## src/source/rename_macros.svh

```systemverilog
`ifndef RENAME_MACROS_SVH
`define RENAME_MACROS_SVH

// physical register file size and tag width
`define PHYS_REGS 64
`define PREG_BITS 6

// fetch queue entries
`define IQ_DEPTH 8

// reorder buffer size and index width
`define ROB_DEPTH 16
`define ROB_BITS 4

`endif

```

## src/source/rename_pkg.sv

```systemverilog
`include "rename_macros.svh"

package rename_pkg;

    // register-register layout also used for rd and the upper immediate bits
    typedef struct packed {
        logic [6:0] funct7;
        logic [4:0] rs2;
        logic [4:0] rs1;
        logic [2:0] funct3;
        logic [4:0] rd;
        logic [6:0] opcode;
    } r_fmt_t;

    // store layout with the split immediate
    typedef struct packed {
        logic [6:0] imm_hi;
        logic [4:0] rs2;
        logic [4:0] rs1;
        logic [2:0] funct3;
        logic [4:0] imm_lo;
        logic [6:0] opcode;
    } s_fmt_t;

    typedef union packed {
        r_fmt_t r;
        s_fmt_t s;
    } inst_u;

    localparam logic [6:0] op_lui   = 7'b0110111;
    localparam logic [6:0] op_auipc = 7'b0010111;
    localparam logic [6:0] op_jal   = 7'b1101111;
    localparam logic [6:0] op_jalr  = 7'b1100111;
    localparam logic [6:0] op_br    = 7'b1100011;
    localparam logic [6:0] op_load  = 7'b0000011;
    localparam logic [6:0] op_store = 7'b0100011;
    localparam logic [6:0] op_imm   = 7'b0010011;
    localparam logic [6:0] op_reg   = 7'b0110011;

    // M extension funct7
    localparam logic [6:0] funct7_m = 7'b0000001;

    // value doubles as the bit index into rs_full
    typedef enum logic [2:0] {
        cls_alu = 3'd0,
        cls_mul = 3'd1,
        cls_div = 3'd2,
        cls_br  = 3'd3,
        cls_mem = 3'd4
    } rs_class_t;

    typedef struct packed {
        logic [31:0] inst;
        logic [31:0] pc;
    } fetch_t;

    typedef struct packed {
        rs_class_t              rs_class;
        logic [31:0]            inst;
        logic [31:0]            pc;
        logic [31:0]            imm;
        logic [4:0]             rd_arch;
        logic [`PREG_BITS-1:0]  pd;
        logic [`PREG_BITS-1:0]  ps1;
        logic [`PREG_BITS-1:0]  ps2;
        logic                   ps1_ready;
        logic                   ps2_ready;
        logic [`ROB_BITS-1:0]   rob_idx;
        logic                   has_dest;
    } dispatch_t;

    // mapping that a ROB slot releases at commit
    typedef struct packed {
        logic                   has_dest;
        logic [`PREG_BITS-1:0]  old_pd;
    } rob_entry_t;

endpackage

```

## src/source/inst_queue.sv

```systemverilog
`include "rename_macros.svh"

module inst_queue import rename_pkg::*; (
    input  logic    clk,
    input  logic    rst,
    input  fetch_t  in_data,
    input  logic    in_valid,
    output logic    in_ready,
    output fetch_t  head,
    output logic    head_valid,
    input  logic    pop
);

    localparam int unsigned PTR_BITS = $clog2(`IQ_DEPTH);
    localparam int unsigned CNT_BITS = PTR_BITS + 1;

    fetch_t                 slots [`IQ_DEPTH];
    logic [PTR_BITS-1:0]    rd_ptr;
    logic [PTR_BITS-1:0]    wr_ptr;
    logic [CNT_BITS-1:0]    count;
    logic                   push;

    assign in_ready   = (count != CNT_BITS'(`IQ_DEPTH));
    assign head_valid = (count != '0);
    assign head       = slots[rd_ptr];
    assign push       = in_valid && in_ready;

    always_ff @(posedge clk) begin
        if (rst) begin
            rd_ptr <= '0;
            wr_ptr <= '0;
            count  <= '0;
        end else begin
            if (push) begin
                wr_ptr <= wr_ptr + 1'b1;
            end
            if (pop) begin
                rd_ptr <= rd_ptr + 1'b1;
            end
            case ({push, pop})
                2'b10:   count <= count + 1'b1;
                2'b01:   count <= count - 1'b1;
                default: count <= count;
            endcase
        end
    end

    // entry storage
    always_ff @(posedge clk) begin
        if (push) begin
            slots[wr_ptr] <= in_data;
        end
    end

    // dispatch must only take a valid head
    pop_not_empty: assert property (@(posedge clk) disable iff (rst) pop |-> head_valid)
        else $error("inst_queue: pop while empty");

endmodule

```

## src/source/free_list.sv

```systemverilog
`include "rename_macros.svh"

module free_list (
    input  logic                    clk,
    input  logic                    rst,
    output logic [`PREG_BITS-1:0]   head_preg,
    output logic                    empty,
    input  logic                    pop,
    input  logic                    push,
    input  logic [`PREG_BITS-1:0]   push_preg
);

    // architectural registers hold the low half at reset
    localparam int unsigned ARCH_REGS = 32;
    localparam int unsigned FL_DEPTH  = `PHYS_REGS - ARCH_REGS;
    localparam int unsigned PTR_BITS  = $clog2(FL_DEPTH);
    localparam int unsigned CNT_BITS  = PTR_BITS + 1;

    logic [`PREG_BITS-1:0]  slots [FL_DEPTH];
    logic [PTR_BITS-1:0]    rd_ptr;
    logic [PTR_BITS-1:0]    wr_ptr;
    logic [CNT_BITS-1:0]    count;

    assign empty     = (count == '0);
    assign head_preg = slots[rd_ptr];

    always_ff @(posedge clk) begin
        if (rst) begin
            // list starts full with 32..63 in ascending order
            for (int i = 0; i < FL_DEPTH; i++) begin
                slots[i] <= `PREG_BITS'(ARCH_REGS + i);
            end
            rd_ptr <= '0;
            wr_ptr <= '0;
            count  <= CNT_BITS'(FL_DEPTH);
        end else begin
            if (push) begin
                slots[wr_ptr] <= push_preg;
                wr_ptr        <= wr_ptr + 1'b1;
            end
            if (pop) begin
                rd_ptr <= rd_ptr + 1'b1;
            end
            case ({push, pop})
                2'b10:   count <= count + 1'b1;
                2'b01:   count <= count - 1'b1;
                default: count <= count;
            endcase
        end
    end

    pop_not_empty: assert property (@(posedge clk) disable iff (rst) pop |-> !empty)
        else $error("free_list: pop while empty");

    // commit can never return more registers than were handed out
    push_not_full: assert property (@(posedge clk) disable iff (rst)
        push && !pop |-> count != CNT_BITS'(FL_DEPTH))
        else $error("free_list: push while full");

    // p0 is the fixed home of x0
    no_push_p0: assert property (@(posedge clk) disable iff (rst) push |-> push_preg != '0)
        else $error("free_list: physical 0 returned");

endmodule

```

## src/source/reg_alias_table.sv

```systemverilog
`include "rename_macros.svh"

module reg_alias_table (
    input  logic                    clk,
    input  logic                    rst,
    input  logic [4:0]              rs1,
    input  logic [4:0]              rs2,
    output logic [`PREG_BITS-1:0]   ps1,
    output logic [`PREG_BITS-1:0]   ps2,
    output logic                    ps1_ready,
    output logic                    ps2_ready,
    input  logic                    ren_we,
    input  logic [4:0]              ren_rd,
    input  logic [`PREG_BITS-1:0]   ren_pd,
    output logic [`PREG_BITS-1:0]   old_pd,
    input  logic                    wb_valid,
    input  logic [`PREG_BITS-1:0]   wb_preg
);

    logic [`PREG_BITS-1:0]  map [32];
    logic [`PHYS_REGS-1:0]  ready;

    assign ps1    = map[rs1];
    assign ps2    = map[rs2];
    assign old_pd = map[ren_rd];

    // same-cycle writeback counts as ready
    assign ps1_ready = ready[ps1] || (wb_valid && (wb_preg == ps1));
    assign ps2_ready = ready[ps2] || (wb_valid && (wb_preg == ps2));

    always_ff @(posedge clk) begin
        if (rst) begin
            // identity mapping with every register holding committed state
            for (int i = 0; i < 32; i++) begin
                map[i] <= `PREG_BITS'(i);
            end
            ready <= '1;
        end else begin
            if (wb_valid) begin
                ready[wb_preg] <= 1'b1;
            end
            // rename comes last so it wins over a writeback to the same tag
            if (ren_we) begin
                map[ren_rd]   <= ren_pd;
                ready[ren_pd] <= 1'b0;
            end
        end
    end

    // x0 must stay on p0 for the always-ready rule
    no_rename_x0: assert property (@(posedge clk) disable iff (rst) ren_we |-> ren_rd != '0)
        else $error("reg_alias_table: rename of x0");

endmodule

```

## src/source/rob_tracker.sv

```systemverilog
`include "rename_macros.svh"

module rob_tracker import rename_pkg::*; (
    input  logic                    clk,
    input  logic                    rst,
    input  logic                    alloc,
    input  logic [`PREG_BITS-1:0]   alloc_old_pd,
    input  logic                    alloc_has_dest,
    output logic [`ROB_BITS-1:0]    rob_idx,
    output logic                    full,
    input  logic                    commit_valid,
    output logic                    commit_ready,
    output logic                    free_valid,
    output logic [`PREG_BITS-1:0]   free_preg
);

    rob_entry_t             ring [`ROB_DEPTH];
    logic [`ROB_BITS-1:0]   head_ptr;
    logic [`ROB_BITS-1:0]   tail_ptr;
    logic [`ROB_BITS:0]     count;
    logic                   commit;

    assign rob_idx      = tail_ptr;
    assign full         = (count == (`ROB_BITS+1)'(`ROB_DEPTH));
    assign commit_ready = (count != '0);
    assign commit       = commit_valid && commit_ready;

    // old mapping goes back to the free list on the commit edge
    assign free_valid = commit && ring[head_ptr].has_dest;
    assign free_preg  = ring[head_ptr].old_pd;

    always_ff @(posedge clk) begin
        if (rst) begin
            head_ptr <= '0;
            tail_ptr <= '0;
            count    <= '0;
        end else begin
            if (alloc) begin
                tail_ptr <= tail_ptr + 1'b1;
            end
            if (commit) begin
                head_ptr <= head_ptr + 1'b1;
            end
            case ({alloc, commit})
                2'b10:   count <= count + 1'b1;
                2'b01:   count <= count - 1'b1;
                default: count <= count;
            endcase
        end
    end

    always_ff @(posedge clk) begin
        if (alloc) begin
            ring[tail_ptr] <= '{has_dest: alloc_has_dest, old_pd: alloc_old_pd};
        end
    end

    alloc_not_full: assert property (@(posedge clk) disable iff (rst) alloc |-> !full)
        else $error("rob_tracker: allocation while full");

endmodule

```

## src/source/rename_dispatch.sv

```systemverilog
`include "rename_macros.svh"

module rename_dispatch import rename_pkg::*; (
    input  logic                    clk,
    input  logic                    rst,
    input  fetch_t                  head,
    input  logic                    head_valid,
    output logic                    pop,
    input  logic [4:0]              rs_full,
    input  logic [`PREG_BITS-1:0]   fl_preg,
    input  logic                    fl_empty,
    output logic                    fl_pop,
    output logic [4:0]              rs1,
    output logic [4:0]              rs2,
    input  logic [`PREG_BITS-1:0]   ps1,
    input  logic [`PREG_BITS-1:0]   ps2,
    input  logic                    ps1_ready,
    input  logic                    ps2_ready,
    output logic                    ren_we,
    output logic [4:0]              ren_rd,
    output logic [`PREG_BITS-1:0]   ren_pd,
    input  logic [`PREG_BITS-1:0]   old_pd,
    input  logic                    rob_full,
    input  logic [`ROB_BITS-1:0]    rob_idx,
    output logic                    rob_alloc,
    output logic [`PREG_BITS-1:0]   alloc_old_pd,
    output logic                    alloc_has_dest,
    output dispatch_t               dispatch,
    output logic                    dispatch_valid
);

    inst_u      word;
    logic [6:0] opcode;
    rs_class_t  cls;
    logic [31:0] imm;
    logic       has_dest;
    logic       reads_rs1;
    logic       reads_rs2;
    logic       take;

    assign word   = head.inst;
    assign opcode = word.r.opcode;

    // reservation station class
    always_comb begin
        cls = cls_alu;
        if (opcode == op_reg && word.r.funct7 == funct7_m) begin
            cls = word.r.funct3[2] ? cls_div : cls_mul;
        end else if (opcode inside {op_jal, op_jalr, op_br}) begin
            cls = cls_br;
        end else if (opcode inside {op_load, op_store}) begin
            cls = cls_mem;
        end
    end

    // sign-extended immediate per format
    always_comb begin
        case (opcode)
            op_lui, op_auipc: begin
                imm = {word.r.funct7, word.r.rs2, word.r.rs1, word.r.funct3, 12'b0};
            end
            op_jal: begin
                imm = {{12{word.r.funct7[6]}}, word.r.rs1, word.r.funct3, word.r.rs2[0],
                       word.r.funct7[5:0], word.r.rs2[4:1], 1'b0};
            end
            op_jalr, op_load, op_imm: begin
                imm = {{20{word.r.funct7[6]}}, word.r.funct7, word.r.rs2};
            end
            op_br: begin
                imm = {{20{word.s.imm_hi[6]}}, word.s.imm_lo[0], word.s.imm_hi[5:0],
                       word.s.imm_lo[4:1], 1'b0};
            end
            op_store: begin
                imm = {{20{word.s.imm_hi[6]}}, word.s.imm_hi, word.s.imm_lo};
            end
            default: imm = '0;
        endcase
    end

    assign has_dest  = !(opcode inside {op_br, op_store}) && (word.r.rd != '0);
    assign reads_rs1 = opcode inside {op_jalr, op_br, op_load, op_store, op_imm, op_reg};
    assign reads_rs2 = opcode inside {op_br, op_store, op_reg};

    // unused sources read the always ready x0
    assign rs1 = reads_rs1 ? word.r.rs1 : 5'd0;
    assign rs2 = reads_rs2 ? word.r.rs2 : 5'd0;

    // the head waits for the rob, its station and a free tag
    assign take = head_valid && !rob_full && !rs_full[cls] && (!has_dest || !fl_empty);

    assign pop            = take;
    assign fl_pop         = take && has_dest;
    assign ren_we         = take && has_dest;
    assign ren_rd         = word.r.rd;
    assign ren_pd         = fl_preg;
    assign rob_alloc      = take;
    assign alloc_old_pd   = old_pd;
    assign alloc_has_dest = has_dest;

    always_ff @(posedge clk) begin
        if (rst) begin
            dispatch_valid <= 1'b0;
        end else begin
            dispatch_valid <= take;
        end
    end

    // packet payload loads only on a take
    always_ff @(posedge clk) begin
        if (take) begin
            dispatch.rs_class  <= cls;
            dispatch.inst      <= head.inst;
            dispatch.pc        <= head.pc;
            dispatch.imm       <= imm;
            dispatch.rd_arch   <= has_dest ? word.r.rd : 5'd0;
            dispatch.pd        <= has_dest ? fl_preg : '0;
            dispatch.ps1       <= ps1;
            dispatch.ps2       <= ps2;
            dispatch.ps1_ready <= ps1_ready;
            dispatch.ps2_ready <= ps2_ready;
            dispatch.rob_idx   <= rob_idx;
            dispatch.has_dest  <= has_dest;
        end
    end

endmodule

```

## src/source/rename_top.sv

```systemverilog
`include "rename_macros.svh"

module rename_top import rename_pkg::*; (
    input  logic                    clk,
    input  logic                    rst,
    input  fetch_t                  fetch,
    input  logic                    fetch_valid,
    output logic                    fetch_ready,
    input  logic [4:0]              rs_full,
    input  logic                    wb_valid,
    input  logic [`PREG_BITS-1:0]   wb_preg,
    input  logic                    commit_valid,
    output logic                    commit_ready,
    output dispatch_t               dispatch,
    output logic                    dispatch_valid
);

    fetch_t                 iq_head;
    logic                   iq_valid;
    logic                   iq_pop;
    logic [`PREG_BITS-1:0]  fl_preg;
    logic                   fl_empty;
    logic                   fl_pop;
    logic                   fl_push;
    logic [`PREG_BITS-1:0]  fl_push_preg;
    logic [4:0]             rs1;
    logic [4:0]             rs2;
    logic [`PREG_BITS-1:0]  ps1;
    logic [`PREG_BITS-1:0]  ps2;
    logic                   ps1_ready;
    logic                   ps2_ready;
    logic                   ren_we;
    logic [4:0]             ren_rd;
    logic [`PREG_BITS-1:0]  ren_pd;
    logic [`PREG_BITS-1:0]  old_pd;
    logic                   rob_full;
    logic [`ROB_BITS-1:0]   rob_idx;
    logic                   rob_alloc;
    logic [`PREG_BITS-1:0]  alloc_old_pd;
    logic                   alloc_has_dest;

    inst_queue i_inst_queue (
        .clk(clk), .rst(rst),
        .in_data(fetch), .in_valid(fetch_valid), .in_ready(fetch_ready),
        .head(iq_head), .head_valid(iq_valid), .pop(iq_pop)
    );

    free_list i_free_list (
        .clk(clk), .rst(rst),
        .head_preg(fl_preg), .empty(fl_empty), .pop(fl_pop),
        .push(fl_push), .push_preg(fl_push_preg)
    );

    reg_alias_table i_rat (
        .clk(clk), .rst(rst),
        .rs1(rs1), .rs2(rs2), .ps1(ps1), .ps2(ps2),
        .ps1_ready(ps1_ready), .ps2_ready(ps2_ready),
        .ren_we(ren_we), .ren_rd(ren_rd), .ren_pd(ren_pd), .old_pd(old_pd),
        .wb_valid(wb_valid), .wb_preg(wb_preg)
    );

    // committed entries return their old mapping to the free list
    rob_tracker i_rob_tracker (
        .clk(clk), .rst(rst),
        .alloc(rob_alloc), .alloc_old_pd(alloc_old_pd), .alloc_has_dest(alloc_has_dest),
        .rob_idx(rob_idx), .full(rob_full),
        .commit_valid(commit_valid), .commit_ready(commit_ready),
        .free_valid(fl_push), .free_preg(fl_push_preg)
    );

    rename_dispatch i_rename_dispatch (
        .clk(clk), .rst(rst),
        .head(iq_head), .head_valid(iq_valid), .pop(iq_pop), .rs_full(rs_full),
        .fl_preg(fl_preg), .fl_empty(fl_empty), .fl_pop(fl_pop),
        .rs1(rs1), .rs2(rs2), .ps1(ps1), .ps2(ps2),
        .ps1_ready(ps1_ready), .ps2_ready(ps2_ready),
        .ren_we(ren_we), .ren_rd(ren_rd), .ren_pd(ren_pd), .old_pd(old_pd),
        .rob_full(rob_full), .rob_idx(rob_idx), .rob_alloc(rob_alloc),
        .alloc_old_pd(alloc_old_pd), .alloc_has_dest(alloc_has_dest),
        .dispatch(dispatch), .dispatch_valid(dispatch_valid)
    );

endmodule

```

## config.mk

```make
export PLATFORM = sky130hd
export DESIGN_NAME = rename_top
export DESIGN_NICKNAME = d
export VERILOG_FILES = /design/src/source/rename_pkg.sv /design/src/source/inst_queue.sv /design/src/source/free_list.sv /design/src/source/reg_alias_table.sv /design/src/source/rob_tracker.sv /design/src/source/rename_dispatch.sv /design/src/source/rename_top.sv
export VERILOG_INCLUDE_DIRS = /design/src /design/src/source
export SDC_FILE = /design/constraint.sdc
export NUM_CORES = 2
export LEC_CHECK = 0
export BUFFER_PORTS_ARGS = -buffer_cell sky130_fd_sc_hd__buf_2
export CORE_AREA = 2 2 413 456
export CTS_BUF_LIST = sky130_fd_sc_hd__clkbuf_8
export CTS_CLUSTER_DIAMETER = 120
export CTS_CLUSTER_SIZE = 30
export DETAILED_ROUTE_END_ITERATION = 10
export DIE_AREA = 0 0 415 458
export SKIP_CTS_REPAIR_TIMING = 1
export SLEW_MARGIN = 5
export SYNTH_ARGS = -nofsm -noshare
export SYNTH_HDL_FRONTEND = slang
export SYNTH_SLANG_ARGS = --single-unit
```

## constraint.sdc

```tcl
create_clock -name clk -period 8.3 [get_ports clk]
set_input_delay 1.245 -clock clk [delete_from_list [all_inputs] [get_ports clk]]
set_output_delay 1.245 -clock clk [all_outputs]
set_load 0.01 [all_outputs]
```

# Word-level counts from Yosys, hierarchy flattened
# Memory sizes are Yosys's and may differ from the RTL's. A register that Yosys moved wholly into a read port is not among the register bits.
# Cells that the tools add are included.
[word_totals] regBits=233 ram_bits=1008 inputBits=80 word_cells=153 n_memories=4
[memory_table] memory="i_inst_queue.slots" words=8 word_bits=64 rd=1 rd_clocked_by_memory_dff=1 write_ports=1 line_no="inst_queue.sv:17" source="fetch_t slots [`IQ_DEPTH];"
[memory_table] memory="i_free_list.slots" words=32 word_bits=6 rd=1 rd_clocked_by_memory_dff=1 write_ports=32 line_no="free_list.sv:19" source="logic [`PREG_BITS-1:0] slots [FL_DEPTH];"
[memory_table] memory="i_rat.map" words=32 word_bits=6 rd=3 rd_clocked_by_memory_dff=0 write_ports=32 line_no="reg_alias_table.sv:20" source="logic [`PREG_BITS-1:0] map [32];"
[memory_table] memory="i_rob_tracker.ring" words=16 word_bits=7 rd=1 rd_clocked_by_memory_dff=1 write_ports=1 line_no="rob_tracker.sv:17" source="rob_entry_t ring [`ROB_DEPTH];"
[classes] addsub=12 n_lt_le_gt_ge=7 n_eq_ne=20 n_mux=47 n_bitwise=3 reduce_logical=37
[ops] cell="$mux W64" count=3
[ops] cell="$pmux W32 S5" count=1
[ops] cell="$and A64 B64 Y64" count=1
[ops] cell="$not A64 Y64" count=1
[ops] cell="$or A64 B64 Y64" count=1
[ops] cell="$mux W5" count=6
[ops] cell="$lt A6 B7 Y1 const B" count=4
[ops] cell="$eq A7 B6 Y1 const B" count=3
[ops] cell="$eq A7 B7 Y1 const B" count=3
[ops] cell="$mux W1" count=19
[ops] cell="$add A5 B1 Y5 const B" count=3
[ops] cell="$mux W3" count=5
[ops] cell="$eq A7 B5 Y1 const B" count=2
[ops] cell="$logic_and A1 B1 Y1" count=13
[ops] cell="$add A4 B1 Y4 const B" count=3
[ops] cell="$bmux W1 S6" count=2
[ops] cell="$demux W1 S6" count=2
[ops] cell="$eq A6 B6 Y1" count=2
[ops] cell="$ge A6 B1 Y1 const B" count=2
[ops] cell="$mux W6" count=2
[ops] cell="$pmux W6 S2" count=1
[ops] cell="$reduce_or A6 Y1" count=2
[ops] cell="$pmux W5 S2" count=1
[ops] cell="$reduce_bool A2 Y1" count=5
[ops] cell="25 further kinds" count=39

# Longest topological paths before layout
[logic_depth] ltp_word=16 mapped_depth=25

# Modules after synthesis
# A second synthesis with hierarchy kept.
[hier_totals] hier_cells=3588 hier_area_um2=56748.2
[modules_own_cells] mod="inst_queue" n_inst=1 cells_per_inst=811 area_per_inst_um2=19842.8 seq_area_each_um2=15635.0
[modules_own_cells] mod="reg_alias_table" n_inst=1 cells_per_inst=1427 area_per_inst_um2=16743.6 seq_area_each_um2=7046.8
[modules_own_cells] mod="free_list" n_inst=1 cells_per_inst=790 area_per_inst_um2=10080.9 seq_area_each_um2=6185.9
[modules_own_cells] mod="rob_tracker" n_inst=1 cells_per_inst=297 area_per_inst_um2=5243.8 seq_area_each_um2=3703.6
[modules_own_cells] mod="rename_dispatch" n_inst=1 cells_per_inst=263 area_per_inst_um2=4837.1 seq_area_each_um2=3893.7

# Least setup slack after synthesis
# No wires, ideal clock.
[synth_timing] path_kind="register to register" start="register (tool-made name)" end="register i_rob_tracker.count[4]" setup_ps=71 arrival_ps=8595 slack_ps=-366 stages_incl_launch_ff=24 synth_period_minus_slack_ps=8666 cell_sequence="dfxtp_1 -> buf_6 -> buf_4 -> buf_6 -> buf_2 -> mux4_2 -> mux2i_1 -> clkinv_1 -> nor2_1 -> nand3_1 -> nand2_1 -> o41ai_1 -> nor2_1 -> buf_1 -> inv_1 -> ha_1 -> inv_1 -> fa_1 -> inv_1 -> a21o_1 -> a21oi_1 -> xnor2_1 -> or3_1 -> a21oi_1"
[synth_lines] element="end signal: assignment" line_no="rob_tracker.sv:45" source="2'b10: count <= count + 1'b1;"
[synth_lines] element="end signal: assignment" line_no="rob_tracker.sv:46" source="2'b01: count <= count - 1'b1;"
[synth_lines] element="end signal: assignment" line_no="rob_tracker.sv:47" source="default: count <= count;"
[synth_lines] element="end: declaration" line_no="rob_tracker.sv:20" source="logic [`ROB_BITS:0] count;"

==> results by group <==
STA
  • Setup Viol. Count Final: 0
  • Min cycle time layout: 6607 ps
  • Slew margin rel.: 9.708%
  • Worst Clk Skew: 110.2 ps
  • Final TNS setup: 0 ps
  • Unrepaired setup endpoints after global routing: false
  • Period utilisation layout: 79.60%
  • Max Clk Rate: 0.1514 GHz
  • Final slew viol count: 0
  • Hold slack: approximately 500 ps
  • Least-Margin Pin Slew: 1349 ps
  • Final Hold Vio Count: 0

Worst setup path
  • Critical path fanouts, max: 27
  • R2R Setup Slk: approximately 1700 ps
  • Worst-path cell chain: buf_4, mux4_2, mux2_4, or3_1, nor2_1, nor2_1, mux2i_1, mux2_2, o21ai_1, nor2_4, nand2_1, buf_4, inv_2, ha_1, ha_1, a21o_1, a21oi_1, o21bai_1, a21oi_1, xnor2_1, o21ai_0, or3b_2
  • CP Capture Type: flop
  • Critical path arrival: roughly 7300 ps
  • Startpoint class of the critical path: flop
  • Critical-path top delay cell: dfxtp_4
  • Crit Path Class: reg -> reg
  • CP required: 9020 ps
  • CP peak stage delay: 680 ps

Clocking
  • CTS Buf Count: 49
  • Clock sinks: 1,253
  • Clock slew at reported path FFs: 170 ps
  • H-tree levels: 2
  • CTS root buf: clkbuf_8
  • Max clock buf depth: 3
  • Worst skew pair latency: between 800 and 900 ps
  • CTS tree: done

Global routing
  • Total track usage: 16.13%
  • Initial antenna violation count: 23
  • Largest net degree at the start of global routing: approximately 140
  • Vias in the first global route: roughly 33,000
  • Total gr overflow: 0
  • First-pass GRT wire length: 229.6 mm

Drt
  • Vias: 34,060
  • Via/cell ratio: 5.326
  • Final ANT Viol Nets: 0
  • Wire length per cell: 24.79 µm
  • DRC violations left: 0
  • TritonRoute pass-1 iters: 8
  • Final wirelength: roughly 160 mm
  • DRT iter0 DRCs: 3,547

Worst hold path
  • Hold WC Path Type: reg -> reg

Synthesis
  • FFs w/ async S/R, synth: 0%
  • Synth area leader: edfxtp_1
  • Top_reg_cell synth: edfxtp_1
  • Number of synthesized flops with an enable pin: ~1,100
  • Mean Syn Cell Area: 14.61 µm²
  • Post-synth cell types: 99
  • Post-synth top area share: 61.60%
  • Synthesized flop and latch total: 1,253
  • Top cells by area, synth: edfxtp_1 (62%), mux4_2 (10%), dfxtp_1 (4.2%), nand2_1 (3.1%), mux2i_1 (3.0%)
  • Top-count cell post-synth: edfxtp_1
  • Commonest cells in the synthesized netlist: edfxtp_1 (1,137), nand2_1 (455), nor2_1 (431), mux4_2 (256), mux2i_1 (164)
  • Synth Cell Area: about 55,000 µm²
  • Sequential fraction of the synthesis area: 65.79%
  • Syn Inst Count: 3,793
  • Yosys warns: 0

Floorplan
  • Die X: between 400 and 500 µm
  • Die area: 190,100 µm²
  • Starting density of the core: 29.92%
  • Die Height: ~460 µm
  • Core Box Area: 185,300 µm²
  • IO Pins: 212
  • Core Rows: 166

Power
  • Pleak: 18.70 nW
  • Total power: 15.51 mW
  • Max VDD drop: 0.3597 mV
  • PwrDens: approximately 260 nW/µm²

Finish
  • Final core utilization: between 30% and 40%
  • FILL cells: 18,170
  • Layout cells sized above 1: between 15 and 20%
  • Synth-to-Final Area Change: 8.995%
  • Final #Nets: ~4,000

Place
  • Gpl congestion: 0.9386
  • IO buf count: 211
  • HPWL Detailed: 104.4 mm

Flow run
  • Max Cap Violations: 0

Run status
  • Outcome: finished clean
[report_power, final]
group | total, mW | switching, mW | internal (mW) | leakage [nW]
clock | 2.48 | 1.88 | 0.595 | 0.586
combinational | 4.96 | 3.35 | 1.61 | 6.92
sequential | 8.07 | 0.310 | 7.76 | 11.2
[path summary, 6_finish.rpt]
| kind | end | startpoint | cells past startpoint |
|---|---|---|---|
| min | flop | i_free_list.rd_ptr[1]$_SDFFE_PP0N_ | 2 |
| max reg2reg | i_free_list.count[5]$_SDFFE_PP1P_ | flop | 22 |
| max | i_free_list.count[5]$_SDFFE_PP1P_ | flop | 22 |
| min reg2reg | flop | i_free_list.rd_ptr[1]$_SDFFE_PP0N_ | 2 |
[sequential cells by signal, summed over array words and instances, names as in the netlist, 4 cells and up, named ones only]
| name | count |
|---|---|
| i_rat.map | 192 |
| i_rename_dispatch.dispatch | 129 |
| i_rob_tracker.rob_idx | 4 |
| i_inst_queue.count | 4 |
| i_free_list.wr_ptr | 5 |
| i_rob_tracker.ring | 112 |
| i_free_list.count | 6 |
| i_rat.ready | 64 |
| i_free_list.slots | 192 |
| i_rob_tracker.head_ptr | 4 |
| i_inst_queue.slots | 512 |
| i_free_list.rd_ptr | 5 |
| i_rob_tracker.count | 5 |
[per-stage QoR]
step	instances	worst slack, ps	cell area [µm²]
finish	6395	1693	60410
global route	6395	1323	60410
CTS	6393	1664	60410
detailed placement	6301	1694	59500
global placement	6301	1621	59500
floorplan	3798	192.2	55450
[per-layer routing]
| metal | share of wire [%] | routed length (µm) | track usage, % |
|---|---|---|---|
| met3 | 7.6 | 12040 | 2.641 |
| met2 | 50 | 79040 | 28.11 |
| met1 | 38 | 60610 | 20.03 |
| met5 | 0.090 | 143 | 0 |
| met4 | 4.2 | 6699 | 6.103 |
[critical path: cells and delay by family, from the launching register on]
family / cells / cell delay, ps
buffers and inverters: 3 / 810
AND/OR/NAND/NOR: 6 / 1730
AO/OA/AOI/OAI: 6 / 1440
multiplexers: 4 / 1130
adder cells (fa/ha/maj): 2 / 580
XOR/XNOR: 1 / 100
flip-flops: 1 / 680
[layout make-up]
type                            count  area (µm²)  share of cell area [%]
Clock inverter                     42       225.2                  0.3728
Tap cell                         2436        3048                   5.045
Antenna cell                        2       5.005                0.008284
Inverter                           57       214.0                  0.3541
Multi-Input combinational cell   2246       17930                   29.68
Sequential cell                  1253       36480                   60.39
Timing Repair Buffer              309        1823                   3.018
Clock buffer                       50       688.2                   1.139
[placed cells by master (no fill, tap or decap), drive strengths merged, types with 8 or more instances in the layout]
cell    synthesis  final
nor4           10     10
nor2          435    435
buf            95    309
a22oi          21     21
a221oi         56     56
a211oi         16     16
or2            18     18
clkbuf        147     50
mux4          258    258
mux2i         168    168
nor2b          20     20
ha             24     24
and2           11     11
xor2           24     24
nand2b         67     67
edfxtp       1137   1137
nand2         456    456
o211ai         23     23
o21bai         15     15
nand3         118    118
dfxtp         116    116
or3             8      8
nand4          18     18
mux2           60     60
xnor2          15     15
o31ai           8      8
o21ai          66     66
clkinv          4      8
a31oi          13     13
o22ai          17     17
a21oi          79     79
o32a           42     42
nor3           72     72
inv            53     91
[cell families (layout without fill, tap and decap cells)]
group | count (synthesis) | after routing | share of synthesized area, %
AND/OR/NAND/NOR | 1260 | 1260 | 10.02
flip-flops | 1253 | 1253 | 65.79
multiplexers | 486 | 486 | 14.78
AO/OA/AOI/OAI | 428 | 428 | 5.759
buffers and inverters | 299 | 458 | 2.377
XOR/XNOR | 39 | 39 | 0.6163
adder cells (fa/ha/maj) | 27 | 27 | 0.6501
other | 1 | 8 | 0.006766
No activity file was read; power rests on OpenSTA's default activity.
